## src/verilog/fifoParamPkg.sv

```systemverilog
/* Size defaults for the shared multi-FIFO and the helper that
   derives address and FIFO id widths from them */
`default_nettype none

package fifoParamPkg;

  // Defaults only, the top level sets the real values
  parameter int DefaultNumFifos = 4;
  parameter int DefaultDepth = 16;
  parameter int DefaultWidth = 8;

  // Ceiling of log2, never narrower than one bit
  function automatic int clampedClog2(input int value);
    int bits;
    bits = $clog2(value);
    if (bits < 1) begin
      bits = 1;
    end
    return bits;
  endfunction

endpackage

`default_nettype wire

```

## src/verilog/fifoPtrPkg.sv

```systemverilog
/* Circular pointer arithmetic for a FIFO region
   bounded by an inclusive base and bound address */
`default_nettype none

package fifoPtrPkg;

  // Next slot after addr inside [base, bound]
  // Wraps back to base once the bound is reached
  function automatic int unsigned wrapIncrement(
    input int unsigned addr,
    input int unsigned base,
    input int unsigned bound
  );
    int unsigned nextAddr;
    if (addr == bound) begin
      nextAddr = base;
    end else begin
      nextAddr = addr + 1;
    end
    return nextAddr;
  endfunction

  // Number of entries a region holds
  // Base and bound are both inclusive
  function automatic int unsigned regionSize(
    input int unsigned base,
    input int unsigned bound
  );
    int unsigned entries;
    // Region is expected to be well formed, bound not below base
    if (bound < base) begin
      entries = 0;
    end else begin
      entries = bound - base + 1;
    end
    return entries;
  endfunction

endpackage

`default_nettype wire

```

## src/verilog/fifoPtrIf.sv

```systemverilog
/* Pointer update bundle between the push and pop controllers
   and the pointer manager that turns it into full and empty */
`timescale 1ns/1ns
`default_nettype none

interface fifoPtrIf import fifoParamPkg::*; #(
  parameter int NumFifos = DefaultNumFifos,
  parameter int AddrWidth = clampedClog2(DefaultDepth)
);

  // Tail side, one advance bit per FIFO
  logic [NumFifos-1:0] advanceTail;
  logic [NumFifos-1:0][AddrWidth-1:0] tailNext;

  // Head side, one advance bit per FIFO
  logic [NumFifos-1:0] advanceHead;
  logic [NumFifos-1:0][AddrWidth-1:0] headNext;

  // Occupancy status from the manager
  logic [NumFifos-1:0] full;
  logic [NumFifos-1:0] empty;

  modport push (
    output advanceTail, tailNext,
    input full
  );

  modport pop (
    output advanceHead, headNext,
    input empty
  );

  modport mgr (
    input advanceTail, advanceHead,
    output full, empty
  );

endinterface

`default_nettype wire

```

## src/verilog/popCtrl.sv

```systemverilog
/* Pop side of the shared multi-FIFO: holds each FIFO's head,
   reads storage at the selected head and steps it on a pop beat */
`timescale 1ns/1ns
`default_nettype none

module popCtrl import fifoParamPkg::*, fifoPtrPkg::*; #(
  parameter int NumFifos = DefaultNumFifos,
  parameter int Depth = DefaultDepth,
  parameter int Width = DefaultWidth
) (
  input wire logic clk,
  input wire logic reset,

  // Static region of each FIFO
  input wire logic [NumFifos-1:0][clampedClog2(Depth)-1:0] configBase,
  input wire logic [NumFifos-1:0][clampedClog2(Depth)-1:0] configBound,

  // Pop port
  input wire logic [clampedClog2(NumFifos)-1:0] popFifoId,
  output logic popValid,
  input wire logic popReady,
  output logic [Width-1:0] popData,

  // Pointer updates to the manager
  fifoPtrIf.pop ptr,

  // Storage read port, no latency
  output logic [clampedClog2(Depth)-1:0] rdAddr,
  input wire logic [Width-1:0] rdData
);

  localparam int AddrWidth = clampedClog2(Depth);
  localparam int FifoIdWidth = clampedClog2(NumFifos);

  logic [NumFifos-1:0][AddrWidth-1:0] head;
  logic idInRange;
  logic popBeat;

  assign idInRange = int'(popFifoId) < NumFifos;

  // Valid as soon as the selected FIFO holds anything
  assign popValid = idInRange && !ptr.empty[popFifoId];

  // Head entry comes straight out of storage
  assign rdAddr = head[popFifoId];
  assign popData = rdData;

  assign popBeat = popValid && popReady && !reset;

  for (genvar i = 0; i < NumFifos; i++) begin : genHead
    assign ptr.advanceHead[i] = popBeat && (popFifoId == FifoIdWidth'(i));
    assign ptr.headNext[i] =
        AddrWidth'(wrapIncrement(head[i], configBase[i], configBound[i]));
  end

  // Head registers start at the region base
  always_ff @(posedge clk) begin
    for (int i = 0; i < NumFifos; i++) begin
      if (reset) begin
        head[i] <= configBase[i];
      end else if (ptr.advanceHead[i]) begin
        head[i] <= ptr.headNext[i];
      end
    end
  end

  // Manager status must keep pops off empty FIFOs
  noPopWhenEmpty: assert property (
    @(posedge clk) disable iff (reset)
    (ptr.advanceHead & ptr.empty) == '0
  );

  // Stalled head data holds while the same FIFO stays selected
  // Concurrent pushes land at the tail and leave it alone
  headHeldWhenStalled: assert property (
    @(posedge clk) disable iff (reset)
    (popValid && !popReady) ##1 $stable(popFifoId) |-> $stable(popData)
  );

endmodule

`default_nettype wire

```

## src/verilog/ptrManager.sv

```systemverilog
/* Occupancy tracking for the shared multi-FIFO: one count per FIFO
   built from tail and head advances, giving full and empty */
`timescale 1ns/1ns
`default_nettype none

module ptrManager import fifoParamPkg::*, fifoPtrPkg::*; #(
  parameter int NumFifos = DefaultNumFifos,
  parameter int Depth = DefaultDepth,
  parameter int Width = DefaultWidth
) (
  input wire logic clk,
  input wire logic reset,

  // Static region of each FIFO
  input wire logic [NumFifos-1:0][clampedClog2(Depth)-1:0] configBase,
  input wire logic [NumFifos-1:0][clampedClog2(Depth)-1:0] configBound,

  // Advances in, status out
  fifoPtrIf.mgr ptr
);

  // Wide enough for a region spanning the whole storage
  localparam int CountWidth = clampedClog2(Depth + 1);

  logic [NumFifos-1:0][CountWidth-1:0] count;
  logic [NumFifos-1:0][CountWidth-1:0] regionLimit;

  // Region capacity follows the static base and bound
  for (genvar i = 0; i < NumFifos; i++) begin : genLimit
    assign regionLimit[i] = CountWidth'(regionSize(configBase[i], configBound[i]));
  end

  // Push adds, pop removes, both at once leaves the count alone
  always_ff @(posedge clk) begin
    for (int i = 0; i < NumFifos; i++) begin
      if (reset) begin
        count[i] <= '0;
      end else begin
        case ({ptr.advanceTail[i], ptr.advanceHead[i]})
          2'b10: count[i] <= count[i] + 1'b1;
          2'b01: count[i] <= count[i] - 1'b1;
          default: count[i] <= count[i];
        endcase
      end
    end
  end

  // Status is a pure decode of the registered count
  for (genvar i = 0; i < NumFifos; i++) begin : genStatus
    assign ptr.full[i] = count[i] == regionLimit[i];
    assign ptr.empty[i] = count[i] == '0;

    // Push gating on full keeps every FIFO within its region
    countWithinRegion: assert property (
      @(posedge clk) disable iff (reset)
      count[i] <= regionLimit[i]
    );
  end

  // Sane parameter set: a payload bit and an entry for every FIFO
  initial begin
    if (Width < 1) begin
      $error("ptrManager: Width must be at least 1");
    end
    if (NumFifos > Depth) begin
      $error("ptrManager: each FIFO needs at least one entry");
    end
  end

endmodule

`default_nettype wire

```

## src/verilog/pushCtrl.sv

```systemverilog
/* Push side of the shared multi-FIFO: steers each push to its FIFO,
   writes storage at that FIFO's tail and steps the tail in its region */
`timescale 1ns/1ns
`default_nettype none

module pushCtrl import fifoParamPkg::*, fifoPtrPkg::*; #(
  parameter int NumFifos = DefaultNumFifos,
  parameter int Depth = DefaultDepth,
  parameter int Width = DefaultWidth
) (
  input wire logic clk,
  input wire logic reset,

  // Static region of each FIFO, changed only under reset
  input wire logic [NumFifos-1:0][clampedClog2(Depth)-1:0] configBase,
  input wire logic [NumFifos-1:0][clampedClog2(Depth)-1:0] configBound,

  // Push port
  input wire logic pushValid,
  output logic pushReady,
  input wire logic [Width-1:0] pushData,
  input wire logic [clampedClog2(NumFifos)-1:0] pushFifoId,

  // Pointer updates to the manager
  fifoPtrIf.push ptr,

  // Storage write port
  output logic wrValid,
  output logic [clampedClog2(Depth)-1:0] wrAddr,
  output logic [Width-1:0] wrData
);

  localparam int AddrWidth = clampedClog2(Depth);
  localparam int FifoIdWidth = clampedClog2(NumFifos);

  logic [NumFifos-1:0][AddrWidth-1:0] tail;
  logic idInRange;
  logic pushBeat;

  // Ids past NumFifos never see ready
  assign idInRange = int'(pushFifoId) < NumFifos;

  // Only the named FIFO can stall the port
  assign pushReady = idInRange && !ptr.full[pushFifoId];

  // No beat is taken while reset is held
  assign pushBeat = pushValid && pushReady && !reset;

  // One-hot decode of the id and next tail per FIFO
  for (genvar i = 0; i < NumFifos; i++) begin : genTail
    assign ptr.advanceTail[i] = pushBeat && (pushFifoId == FifoIdWidth'(i));
    assign ptr.tailNext[i] =
        AddrWidth'(wrapIncrement(tail[i], configBase[i], configBound[i]));
  end

  // Tail registers, loaded from the region base on reset
  always_ff @(posedge clk) begin
    for (int i = 0; i < NumFifos; i++) begin
      if (reset) begin
        tail[i] <= configBase[i];
      end else if (ptr.advanceTail[i]) begin
        tail[i] <= ptr.tailNext[i];
      end
    end
  end

  // Storage write lands at the current tail in the beat cycle
  assign wrValid = pushBeat;
  assign wrAddr = tail[pushFifoId];
  assign wrData = pushData;

  // At most one FIFO takes a push per cycle
  advanceTailOneHot: assert property (
    @(posedge clk) disable iff (reset)
    $onehot0(ptr.advanceTail)
  );

  // A FIFO reported full by the manager never takes a push
  noPushWhenFull: assert property (
    @(posedge clk) disable iff (reset)
    (ptr.advanceTail & ptr.full) == '0
  );

endmodule

`default_nettype wire

```

## src/verilog/sharedFifo.sv

```systemverilog
/* Shared pseudo-static multi-FIFO: push and pop controllers, pointer
   manager and one storage array, all regions fixed while out of reset */
`timescale 1ns/1ns
`default_nettype none

module sharedFifo import fifoParamPkg::*; #(
  parameter int NumFifos = DefaultNumFifos,
  parameter int Depth = DefaultDepth,
  parameter int Width = DefaultWidth
) (
  input wire logic clk,
  input wire logic reset,

  // Per FIFO region, inclusive base and bound
  input wire logic [NumFifos-1:0][clampedClog2(Depth)-1:0] configBase,
  input wire logic [NumFifos-1:0][clampedClog2(Depth)-1:0] configBound,

  // Push port, FIFO chosen by id
  input wire logic pushValid,
  output logic pushReady,
  input wire logic [Width-1:0] pushData,
  input wire logic [clampedClog2(NumFifos)-1:0] pushFifoId,

  // Pop port, FIFO chosen by id
  input wire logic [clampedClog2(NumFifos)-1:0] popFifoId,
  output logic popValid,
  input wire logic popReady,
  output logic [Width-1:0] popData
);

  localparam int AddrWidth = clampedClog2(Depth);

  // Storage write and read paths
  logic wrValid;
  logic [AddrWidth-1:0] wrAddr;
  logic [Width-1:0] wrData;
  logic [AddrWidth-1:0] rdAddr;
  logic [Width-1:0] rdData;

  fifoPtrIf #(.NumFifos(NumFifos), .AddrWidth(AddrWidth)) ptrBus ();

  pushCtrl #(.NumFifos(NumFifos), .Depth(Depth), .Width(Width)) pushCtrl0 (
    .clk(clk), .reset(reset),
    .configBase(configBase), .configBound(configBound),
    .pushValid(pushValid), .pushReady(pushReady),
    .pushData(pushData), .pushFifoId(pushFifoId),
    .ptr(ptrBus.push),
    .wrValid(wrValid), .wrAddr(wrAddr), .wrData(wrData)
  );

  popCtrl #(.NumFifos(NumFifos), .Depth(Depth), .Width(Width)) popCtrl0 (
    .clk(clk), .reset(reset),
    .configBase(configBase), .configBound(configBound),
    .popFifoId(popFifoId), .popValid(popValid),
    .popReady(popReady), .popData(popData),
    .ptr(ptrBus.pop),
    .rdAddr(rdAddr), .rdData(rdData)
  );

  // Turns both sides' advances into full and empty
  ptrManager #(.NumFifos(NumFifos), .Depth(Depth), .Width(Width)) ptrManager0 (
    .clk(clk), .reset(reset),
    .configBase(configBase), .configBound(configBound),
    .ptr(ptrBus.mgr)
  );

  sharedRam #(.NumFifos(NumFifos), .Depth(Depth), .Width(Width)) sharedRam0 (
    .clk(clk),
    .wrValid(wrValid), .wrAddr(wrAddr), .wrData(wrData),
    .rdAddr(rdAddr), .rdData(rdData)
  );

endmodule

`default_nettype wire

```

## src/verilog/sharedRam.sv

```systemverilog
/* Flop storage shared by all FIFOs, one write port
   and one combinational read port */
`timescale 1ns/1ns
`default_nettype none

module sharedRam import fifoParamPkg::*; #(
  parameter int NumFifos = DefaultNumFifos,
  parameter int Depth = DefaultDepth,
  parameter int Width = DefaultWidth
) (
  input wire logic clk,

  // Write port from the push side
  input wire logic wrValid,
  input wire logic [clampedClog2(Depth)-1:0] wrAddr,
  input wire logic [Width-1:0] wrData,

  // Read port for the pop side
  input wire logic [clampedClog2(Depth)-1:0] rdAddr,
  output logic [Width-1:0] rdData
);

  // One word per entry, split among the FIFO regions
  logic [Width-1:0] mem [Depth];

  always_ff @(posedge clk) begin
    if (wrValid) begin
      mem[wrAddr] <= wrData;
    end
  end

  // Read sees the array directly, no added cycle
  assign rdData = mem[rdAddr];

  // Regions are set up so that every tail stays inside the array
  wrAddrInRange: assert property (
    @(posedge clk)
    wrValid |-> int'(wrAddr) < Depth
  );

  // Storage must leave room for every FIFO
  initial begin
    if (NumFifos > Depth) begin
      $error("sharedRam: fewer entries than FIFOs");
    end
  end

endmodule

`default_nettype wire
```

## config.mk

```make
export PLATFORM = sky130hd
export DESIGN_NAME = sharedFifo
export DESIGN_NICKNAME = d
export VERILOG_FILES = /design/src/verilog/fifoParamPkg.sv /design/src/verilog/fifoPtrPkg.sv /design/src/verilog/fifoPtrIf.sv /design/src/verilog/popCtrl.sv /design/src/verilog/ptrManager.sv /design/src/verilog/pushCtrl.sv /design/src/verilog/sharedFifo.sv /design/src/verilog/sharedRam.sv
export SDC_FILE = /design/constraint.sdc
export NUM_CORES = 1
export LEC_CHECK = 0
export BUFFER_PORTS_ARGS = -buffer_cell sky130_fd_sc_hd__buf_2
export CORE_MARGIN = 4
export CORE_UTILIZATION = 35
export CTS_CLUSTER_SIZE = 8
export DETAILED_ROUTE_END_ITERATION = 12
export GPL_ROUTABILITY_DRIVEN = 0
export GPL_TIMING_DRIVEN = 0
export MAX_ROUTING_LAYER = met4
export RECOVER_POWER = 100
export SKIP_LAST_GASP = 1
export SYNTH_ARGS = -nofsm -noshare
export SYNTH_HDL_FRONTEND = slang
export SYNTH_HIERARCHICAL = 1
export SYNTH_SLANG_ARGS = --single-unit
```

## constraint.sdc

```tcl
create_clock -name clk -period 8.57 [get_ports clk]
set_clock_uncertainty 0.1 [all_clocks]
set_input_delay 1.714 -clock clk [delete_from_list [all_inputs] [get_ports clk]]
set_output_delay 1.714 -clock clk [all_outputs]
set_load 0.05 [all_outputs]
```

==> impl_metrics.ini, run 1 <==
[run_status]
status = completed

[critical_path]
cp_max_fo = 4
worstReg2RegStart = ptrManager0/count[18]
r2r-end = sharedRam0/mem[0][2]
crit_path_cell_trace = clkbuf_1 -> inv_1 -> ha_1 -> inv_1 -> ha_1 -> fa_1 -> xnor2_1 -> or2_0 -> a211o_1 -> a222oi_1 -> nor2_1 -> o31a_1 -> clkbuf_1
reg2reg_depth = 10
critPathCaptureType = output port
slowest_delay_ps = 490
cp.required_ps = 6760
critical_path_buf_inv_count = 4
slowest_stage = a222oi_1
r2r_slack_ps = 4850
critPathTopFamily = compound AO/OA/AOI/OAI gates
start_kind = input port
crit_arrival_ps = 4830
worstSetupPathType = in2out

[die]
ios = 58
core.rowCount = 62
die-area_sq_um = 32200
fp.dieH_um = 179
core_sq_um = 28900
initial_core_util_pct = 35.7
die_w_um = 179

[final_layout]
fill_cells = 2779
drive_above_1_share_pct = 14.7
areaGrowthSynthToFinish_pct = 10.9
final_area_sq_um = 11400
fin_nets = 956
instances_no_fill = 1233
regArea_sq_um = 5200
n_antenna_cell = 0
multi_input_area_sq_um = 4470

[yosys]
ys_warn_count = 6
syn_nets = 892
postSynthCellCount = 772
syn_area_sq_um = 10300
postSynthAreaPerCell_sq_um = 13.3

[power_and_ir_drop]
power_density_nw_per_um2 = 193
ir_drop_uv = 114
p_leak_nw = 4.19
netSwitchingFraction_pct = 29.1
pwr-share-comb_pct = 19.7
sequentialPowerShare_pct = 46.2
p_int_mw = 1.56
total_power_mw = 2.20
clkPwrFrac_pct = 34.1
p_sw_uw = 640

[flow_run]
cap_viol_max_count = 0

[sta]
fin_crit_sh_pct = 77.5
fin_setup_tns_ps = 0
tightest_slew_ps = 1420
setup_slack_ps = 1930
finalHoldViolCount = 0
fmax_ghz = 0.151
setup_viol = 0
fin_crit_ps = 6640
slew_headroom_pct = 4.67
grt_setup_unrepaired = false
drv_slew = 0

[clock_network]
postCtsSetupBuffers = 0
cts_tree = done
numCtsBuffers = 17
clk_latency_ps = 430
htree_levels = 4
cts_resized = 0
ctsHoldBuffers = 0
ctsRootBufferMaster = clkbuf_16
clkTransAtPathRegs_ps = 70
max-clock-path-buffers = 2
cts_sinks = 180

[min_path]
min_path_cells = 2
hp-class = reg2reg
hold_start = ptrManager0/count[14]
hold_end = ptrManager0/count[14]

[detailed_routing]
drt_iter0_drc = 442
vias = 6208
drc_errors = 0
ant_nets = 0
wl_mm = 22.0
viasPerCell = 5.03
drt_first_pass_iters = 5
drt-wirelength-per-cell_um = 17.9

[place]
dp.cells = 1201
dp_hpwl_mm = 16.3
io_buffers = 44
place_area_sq_um = 11000
post-place-ws_ps = 2060

[global_route]
grt_overflow_total = 0
antenna_found_initial = 0
grt_pass1_vias = 6288
grt_pass1_wl_mm = 34.8
gr-usage-all-layers_pct = 14.1
grt_max_degree = 19
## worst min-delay path, stage by stage (launching register included)
cell and delay, ps:
dfxtp_1 340, o31ai_1 70, a21oi_1 50
## stage by stage
step                      hold WS, ps  util (%)
final                             416      39.6
after global routing              433      39.6
after CTS                         417      40.1
after detailed placement          408      38.1
after global placement            404      38.1
after floorplan                   378         -
## power groups by stage
| stage | sequential (mW) | combinational [mW] | clock (mW) |
|---|---|---|---|
| final | 1.02 | 0.434 | 0.750 |
| after global routing | 1.02 | 0.477 | 0.803 |
| after CTS | 1.02 | 0.448 | 0.769 |
| after detailed placement | 1.04 | 0.446 | 0 |
| after global placement | 1.04 | 0.440 | 0 |
| after floorplan | 1.03 | 0.343 | 0 |
## final cells by class
type	count	share of cell area, %
clock inverter	14	1.16
multi-input combinational	482	39.1
clock buffer	18	3.76
tap	384	4.21
inverter	72	2.37
timing repair buffer	45	1.78
sequential	180	45.6
buffer	38	2.01
## state kept, by name, summed over array words and instances, names as in the netlist
name / flops
popCtrl0/head: 16
pushCtrl0/tail: 16
ptrManager0/count: 20
sharedRam0/mem: 128
## how the worst max path moves through the flow
stage,cells past startpoint,startpoint,end
floorplan,11,configBase[1],pushReady
global placement,13,configBase[1],pushReady
detailed placement,13,configBase[1],pushReady
CTS,13,configBase[1],pushReady
global route,13,configBase[1],pushReady
finish,13,configBase[1],pushReady
## per-layer routing
metal	wire [um]	share of wire (%)	global-route usage [%]
met1	10200	46	18.5
met2	10800	49	23.2
met3	817	3.7	2.34
met4	242	1.1	3.51
met5	0	0	-
## layout by cell type, fill, tap and decap left out, types with 5 or more instances in the layout
master and n:
a21o_1 8, inv_1 72, nor2_1 44, buf_2 33, nor3_1 12, a211o_1 8
a21oi_1 28, mux2i_1 13, ha_1 60, or2_2 10, mux2_2 12, a22oi_1 16
dfxtp_1 20, mux4_1 16, clkbuf_1 36, clkbuf_16 17, nand2_1 25, edfxtp_1 160
fa_1 12, xnor2_1 56, inv_8 5, nor2b_1 10, a41oi_1 8, buf_4 8
nand3_1 25, mux2_1 12, xor2_1 16, or4_1 8, mux4_2 24, nand2b_1 5
or2_0 6, o21ai_0 15
(Power assumes the default switching activity.)
==> run 2: changes to the inputs <==
- ABC_AREA: unset -> 1
- clock period: 8.57 -> 6.95 ns (I/O delays scaled with it)
==> run 2 against run 1 <==
  * Clock-buffer cell count unchanged
  * Critical path type unchanged
  * First-iteration DRC count increased by 59%
  * Critical endpoint is now popData[3]
  * Die area increased by 15%
  * Sequential share of layout area decreased by 6.1 points
  * Global-route usage increased by 2.7 points
==> impl_metrics.ini, run 2 <==
[final_layout]
final_cell_mix = 494 x nand2_1, 282 x inv_1, 181 x nand3_1
fill_cells = 3452
regArea_sq_um = 5200
largest_reg_flops = 128
final_area_sq_um = 13200
fin_nets = 1674
multi_input_area_sq_um = 5210
final_common_cell = nand2_1
reg_top3 = sharedRam0/mem (128), ptrManager0/count (20)
top_register = sharedRam0/mem
drive_above_1_share_pct = 9.96
areaGrowthSynthToFinish_pct = 10.3

[critical_path]
critPathCaptureType = output port
cp_max_fo = 10
cp.required_ps = 5460
start_kind = input port
crit_arrival_ps = 4260
worstSetupPathType = in2out

[sta]
fin_setup_tns_ps = 0
setup_viol = 0
tightest_slew_ps = 977
fin_crit_ps = 5750
grt_setup_unrepaired = false
fmax_ghz = 0.174
fin_crit_sh_pct = 82.7
finalHoldViolCount = 0
drv_slew = 0
setup_slack_ps = 1200
slew_headroom_pct = 34.9

[clock_network]
postCtsSetupBuffers = 0
clkTransAtPathRegs_ps = 80
numCtsBuffers = 17
cts_sinks = 180
ctsHoldBuffers = 0
htree_levels = 4
ctsRootBufferMaster = clkbuf_16
cts_tree = done
clk_latency_ps = 440
max-clock-path-buffers = 2
cts_resized = 0

[power_and_ir_drop]
ir_drop_uv = 189
clkPwrFrac_pct = 31.9
p_leak_nw = 6.48
netSwitchingFraction_pct = 34.0
pwr-share-comb_pct = 25.3
p_int_mw = 1.95
power_density_nw_per_um2 = 224
sequentialPowerShare_pct = 42.8
p_sw_mw = 1.00

[place]
post-place-ws_ps = 1540
dp_hpwl_mm = 22.2
io_buffers = 48
place_area_sq_um = 12700

[run_status]
status = completed

[detailed_routing]
ant_nets = 0
drt-wirelength-per-cell_um = 14.9
wl_mm = 30.1
drt_iter0_drc = 704
drc_errors = 0
vias = 9485
viasPerCell = 4.69
drt_first_pass_iters = 6

[flow_run]
cap_viol_max_count = 0

[yosys]
syn_area_sq_um = 11900
syn_nets = 1607
ys_warn_count = 6
postSynthAreaPerCell_sq_um = 8.03
postSynthCellCount = 1487

[die]
initial_core_util_pct = 35.5
die-area_sq_um = 37100
ios = 58
core.rowCount = 67
die_w_um = 193
core_sq_um = 33600
fp.dieH_um = 193

[global_route]
antenna_found_initial = 7
gr-usage-all-layers_pct = 16.9
grt_max_degree = 19
grt_overflow_total = 0
grt_pass1_vias = 8814
grt_pass1_wl_mm = 47.0

[min_path]
hp-class = reg2reg
==> run 2: power groups by stage <==
stage | logic, mW | registers, mW | clock network [mW]
after floorplan | 0.570 | 1.27 | 0
after global placement | 0.753 | 1.28 | 0
after detailed placement | 0.764 | 1.28 | 0
after CTS | 0.769 | 1.26 | 0.959
after global routing | 0.834 | 1.27 | 1.01
final | 0.747 | 1.26 | 0.939
==> run 2: final timing paths <==
| check | slack (ps) | end | start | depth (start not counted) |
|---|---|---|---|---|
| hold reg to reg | 430 | ptrManager0/count[15] | ptrManager0/count[15] | 2 |
| setup reg to reg | 3360 | ptrManager0/count[4] | ptrManager0/count[12] | 24 |
| setup / recovery | 1200 | popData[3] | popFifoId[0] | 14 |
| hold / removal | 430 | ptrManager0/count[15] | ptrManager0/count[15] | 2 |
==> run 2: critical path: stages <==
cell and delay [ps]:
clkbuf_1 210, inv_1 110, nor2_1 340, a22oi_1 210, o221ai_1 200, inv_1 270, clkbuf_1 340, nand2_1 130
nand3_1 120, nand3_1 150, nand3_1 120, nand2_1 110, buf_4 100, clkbuf_1 450
==> run 2: cell type report <==
class,instances,share of cell area [%]
antenna,7,0.133
buffer,50,2.30
sequential,180,39.5
inverter,293,8.35
clock buffer,18,3.26
timing repair buffer,48,1.69
clock inverter,14,1.02
tap,448,4.25
multi-input combinational,964,39.5
==> run 2: metrics by stage <==
step	utilization [%]	hold slack, ps	instances	power (mW)
6_report	39.2	427	2022	2.95
3_3_place_gp	37.9	408	1983	2.04
3_5_place_dp	37.9	419	1983	2.05
2_1_floorplan	-	384	1487	1.84
4_1_cts	39.6	430	2015	2.99
5_1_grt	39.2	462	2022	3.11
==> run 2: routing by layer <==
layer	global-route usage, %	share of wire, %	vias to the layer above
li1	-	-	4823
met1	21.6	44	4342
met2	28.0	48	280
met3	3.26	6.2	40
met4	3.65	1.6	0
met5	-	0	-
==> run 3: changes to the inputs <==
- clock period: 6.95 -> 4.9 ns (I/O delays scaled with it)
==> run 3 against run 2 <==
  * Critical path depth did not move
  * Clock-buffer cell count stayed put
  * Routed wire length decreased by 0.23%
  * Global-route usage is the same
  * Critical endpoint unchanged
  * Largest power group unchanged
  * Highest routed layer unchanged
==> impl_metrics.ini, run 3 (same netlist as run 2, synthesis figures left out) <==
[run_status]
status = completed

[power_and_ir_drop]
power_density_nw_per_um2 = 317
clkPwrFrac_pct = 31.8
sequentialPowerShare_pct = 42.7
pwr-share-comb_pct = 25.5
p_int_mw = 2.77
p_leak_nw = 6.52
p_sw_mw = 1.42
ir_drop_uv = 267
netSwitchingFraction_pct = 33.9
total_power_mw = 4.19

[final_layout]
reg_top3 = sharedRam0/mem (128), ptrManager0/count (20)
postLayoutCoreUtil_pct = 39.3
final_common_cell = nand2_1
final_cell_mix = 491 x nand2_1, 282 x inv_1, 181 x nand3_1
final_area_sq_um = 13200
fin_nets = 1674
drive_above_1_share_pct = 11.0
top_register = sharedRam0/mem
largest_reg_flops = 128
areaGrowthSynthToFinish_pct = 10.6

[critical_path]
worstSetupPathType = in2out
cp_max_fo = 10
critPathCaptureType = output port
crit_arrival_ps = 3520
reg2reg_depth = 23
worstReg2RegStart = ptrManager0/count[10]
cp.required_ps = 3820
r2r_slack_ps = 1830
r2r-end = ptrManager0/count[9]
start_kind = input port

[clock_network]
numCtsBuffers = 17
ctsRootBufferMaster = clkbuf_16
htree_levels = 4
cts_sinks = 180
clkTransAtPathRegs_ps = 80
clk_latency_ps = 440
cts_tree = done
max-clock-path-buffers = 2

[min_path]
hp-class = reg2reg
hold_end = ptrManager0/count[15]
min_path_cells = 2
hold_start = ptrManager0/count[15]

[global_route]
grt_overflow_total = 0
grt_util_met3_pct = 3.26
grt_pass1_wl_mm = 47.0
antenna_found_initial = 7
grtUsageMet2_pct = 28.0
gr-usage-all-layers_pct = 16.9
grt_pass1_vias = 8814
grt-busiest-layer = met2
grt_max_degree = 19
use_met1_pct = 21.6

[die]
die-area_sq_um = 37100
initial_core_util_pct = 35.5
fp.dieH_um = 193
core.rowCount = 67
die_w_um = 193
ios = 58
core_sq_um = 33600

[detailed_routing]
drt_iter0_drc = 744
drc_errors = 0
vias = 9490
ant_nets = 0
drt-wirelength-per-cell_um = 14.8
viasPerCell = 4.69
wl_mm = 30.0
drt_first_pass_iters = 7

[sta]
drv_slew = 0
setup_viol = 0
fin_setup_tns_ps = 0
slew_headroom_pct = 36.9
finalHoldViolCount = 0
fmax_ghz = 0.217
grt_setup_unrepaired = false
tightest_slew_ps = 947
fin_hold_ws_ps = 427
fin_crit_sh_pct = 94.0
fin_crit_ps = 4600

[place]
dp_hpwl_mm = 22.2
io_buffers = 48
place_area_sq_um = 12700

[flow_run]
cap_viol_max_count = 0
==> run 3: per-layer routing <==
layer,wire length [um],up-vias,share of wire [%]
met5,0,-,0
met2,14300,267,48
met1,13400,4364,45
li1,-,4821,-
met3,1840,38,6.1
met4,469,0,1.6
==> run 3: worst max-delay path: stages <==
cell and delay (ps):
clkbuf_1 210, inv_1 110, nor2_1 330, a22oi_1 200, o221ai_1 200, inv_1 270
buf_2 280, nand2_1 80, nand3_1 110, nand3_1 160, nand3_1 120, nand2_1 110
buf_4 100, clkbuf_2 260
==> run 3: layout make-up <==
type	instances	area [sq um]
sequential	180	5200
inverter	293	1100
multi-input combinational	964	5230
fill	3448	20400
clock inverter	14	134
buffer	50	304
antenna	7	17.5
clock buffer	18	429
timing repair buffer	48	233
tap	448	561
==> run 3: timing repair <==
item | CTS | global route
setup buffers | 0 | 0
resized for setup | 0 | 2
endpoints found under the hold margin | 0 | 0
hold buffers | 0 | 0
setup endpoints to repair | 0 | 2
==> run 3: worst max-delay path by stage <==
stage,startpoint,slack (ps),end
after global placement,configBase[9],-40,ptrManager0/count[4]
after detailed placement,configBase[9],-100,ptrManager0/count[9]
final,popFifoId[0],300,popData[3]
after floorplan,configBase[13],470,ptrManager0/count[9]
after global routing,configBase[5],40,ptrManager0/count[9]
after CTS,configBase[9],350,ptrManager0/count[4]
==> run 3: power by group through the flow <==
stage	logic [mW]	registers (mW)	clock network, mW
after floorplan	0.808	1.80	0
after global placement	1.07	1.82	0
after detailed placement	1.08	1.82	0
after CTS	1.09	1.79	1.36
after global routing	1.19	1.80	1.44
final	1.07	1.79	1.33
==> run 3: stage by stage <==
stage,setup slack [ps],cells
2_1_floorplan,468,1487
3_3_place_gp,-38.0,1983
3_5_place_dp,-103,1983
4_1_cts,349,2015
5_1_grt,41.6,2022
6_report,296,2022
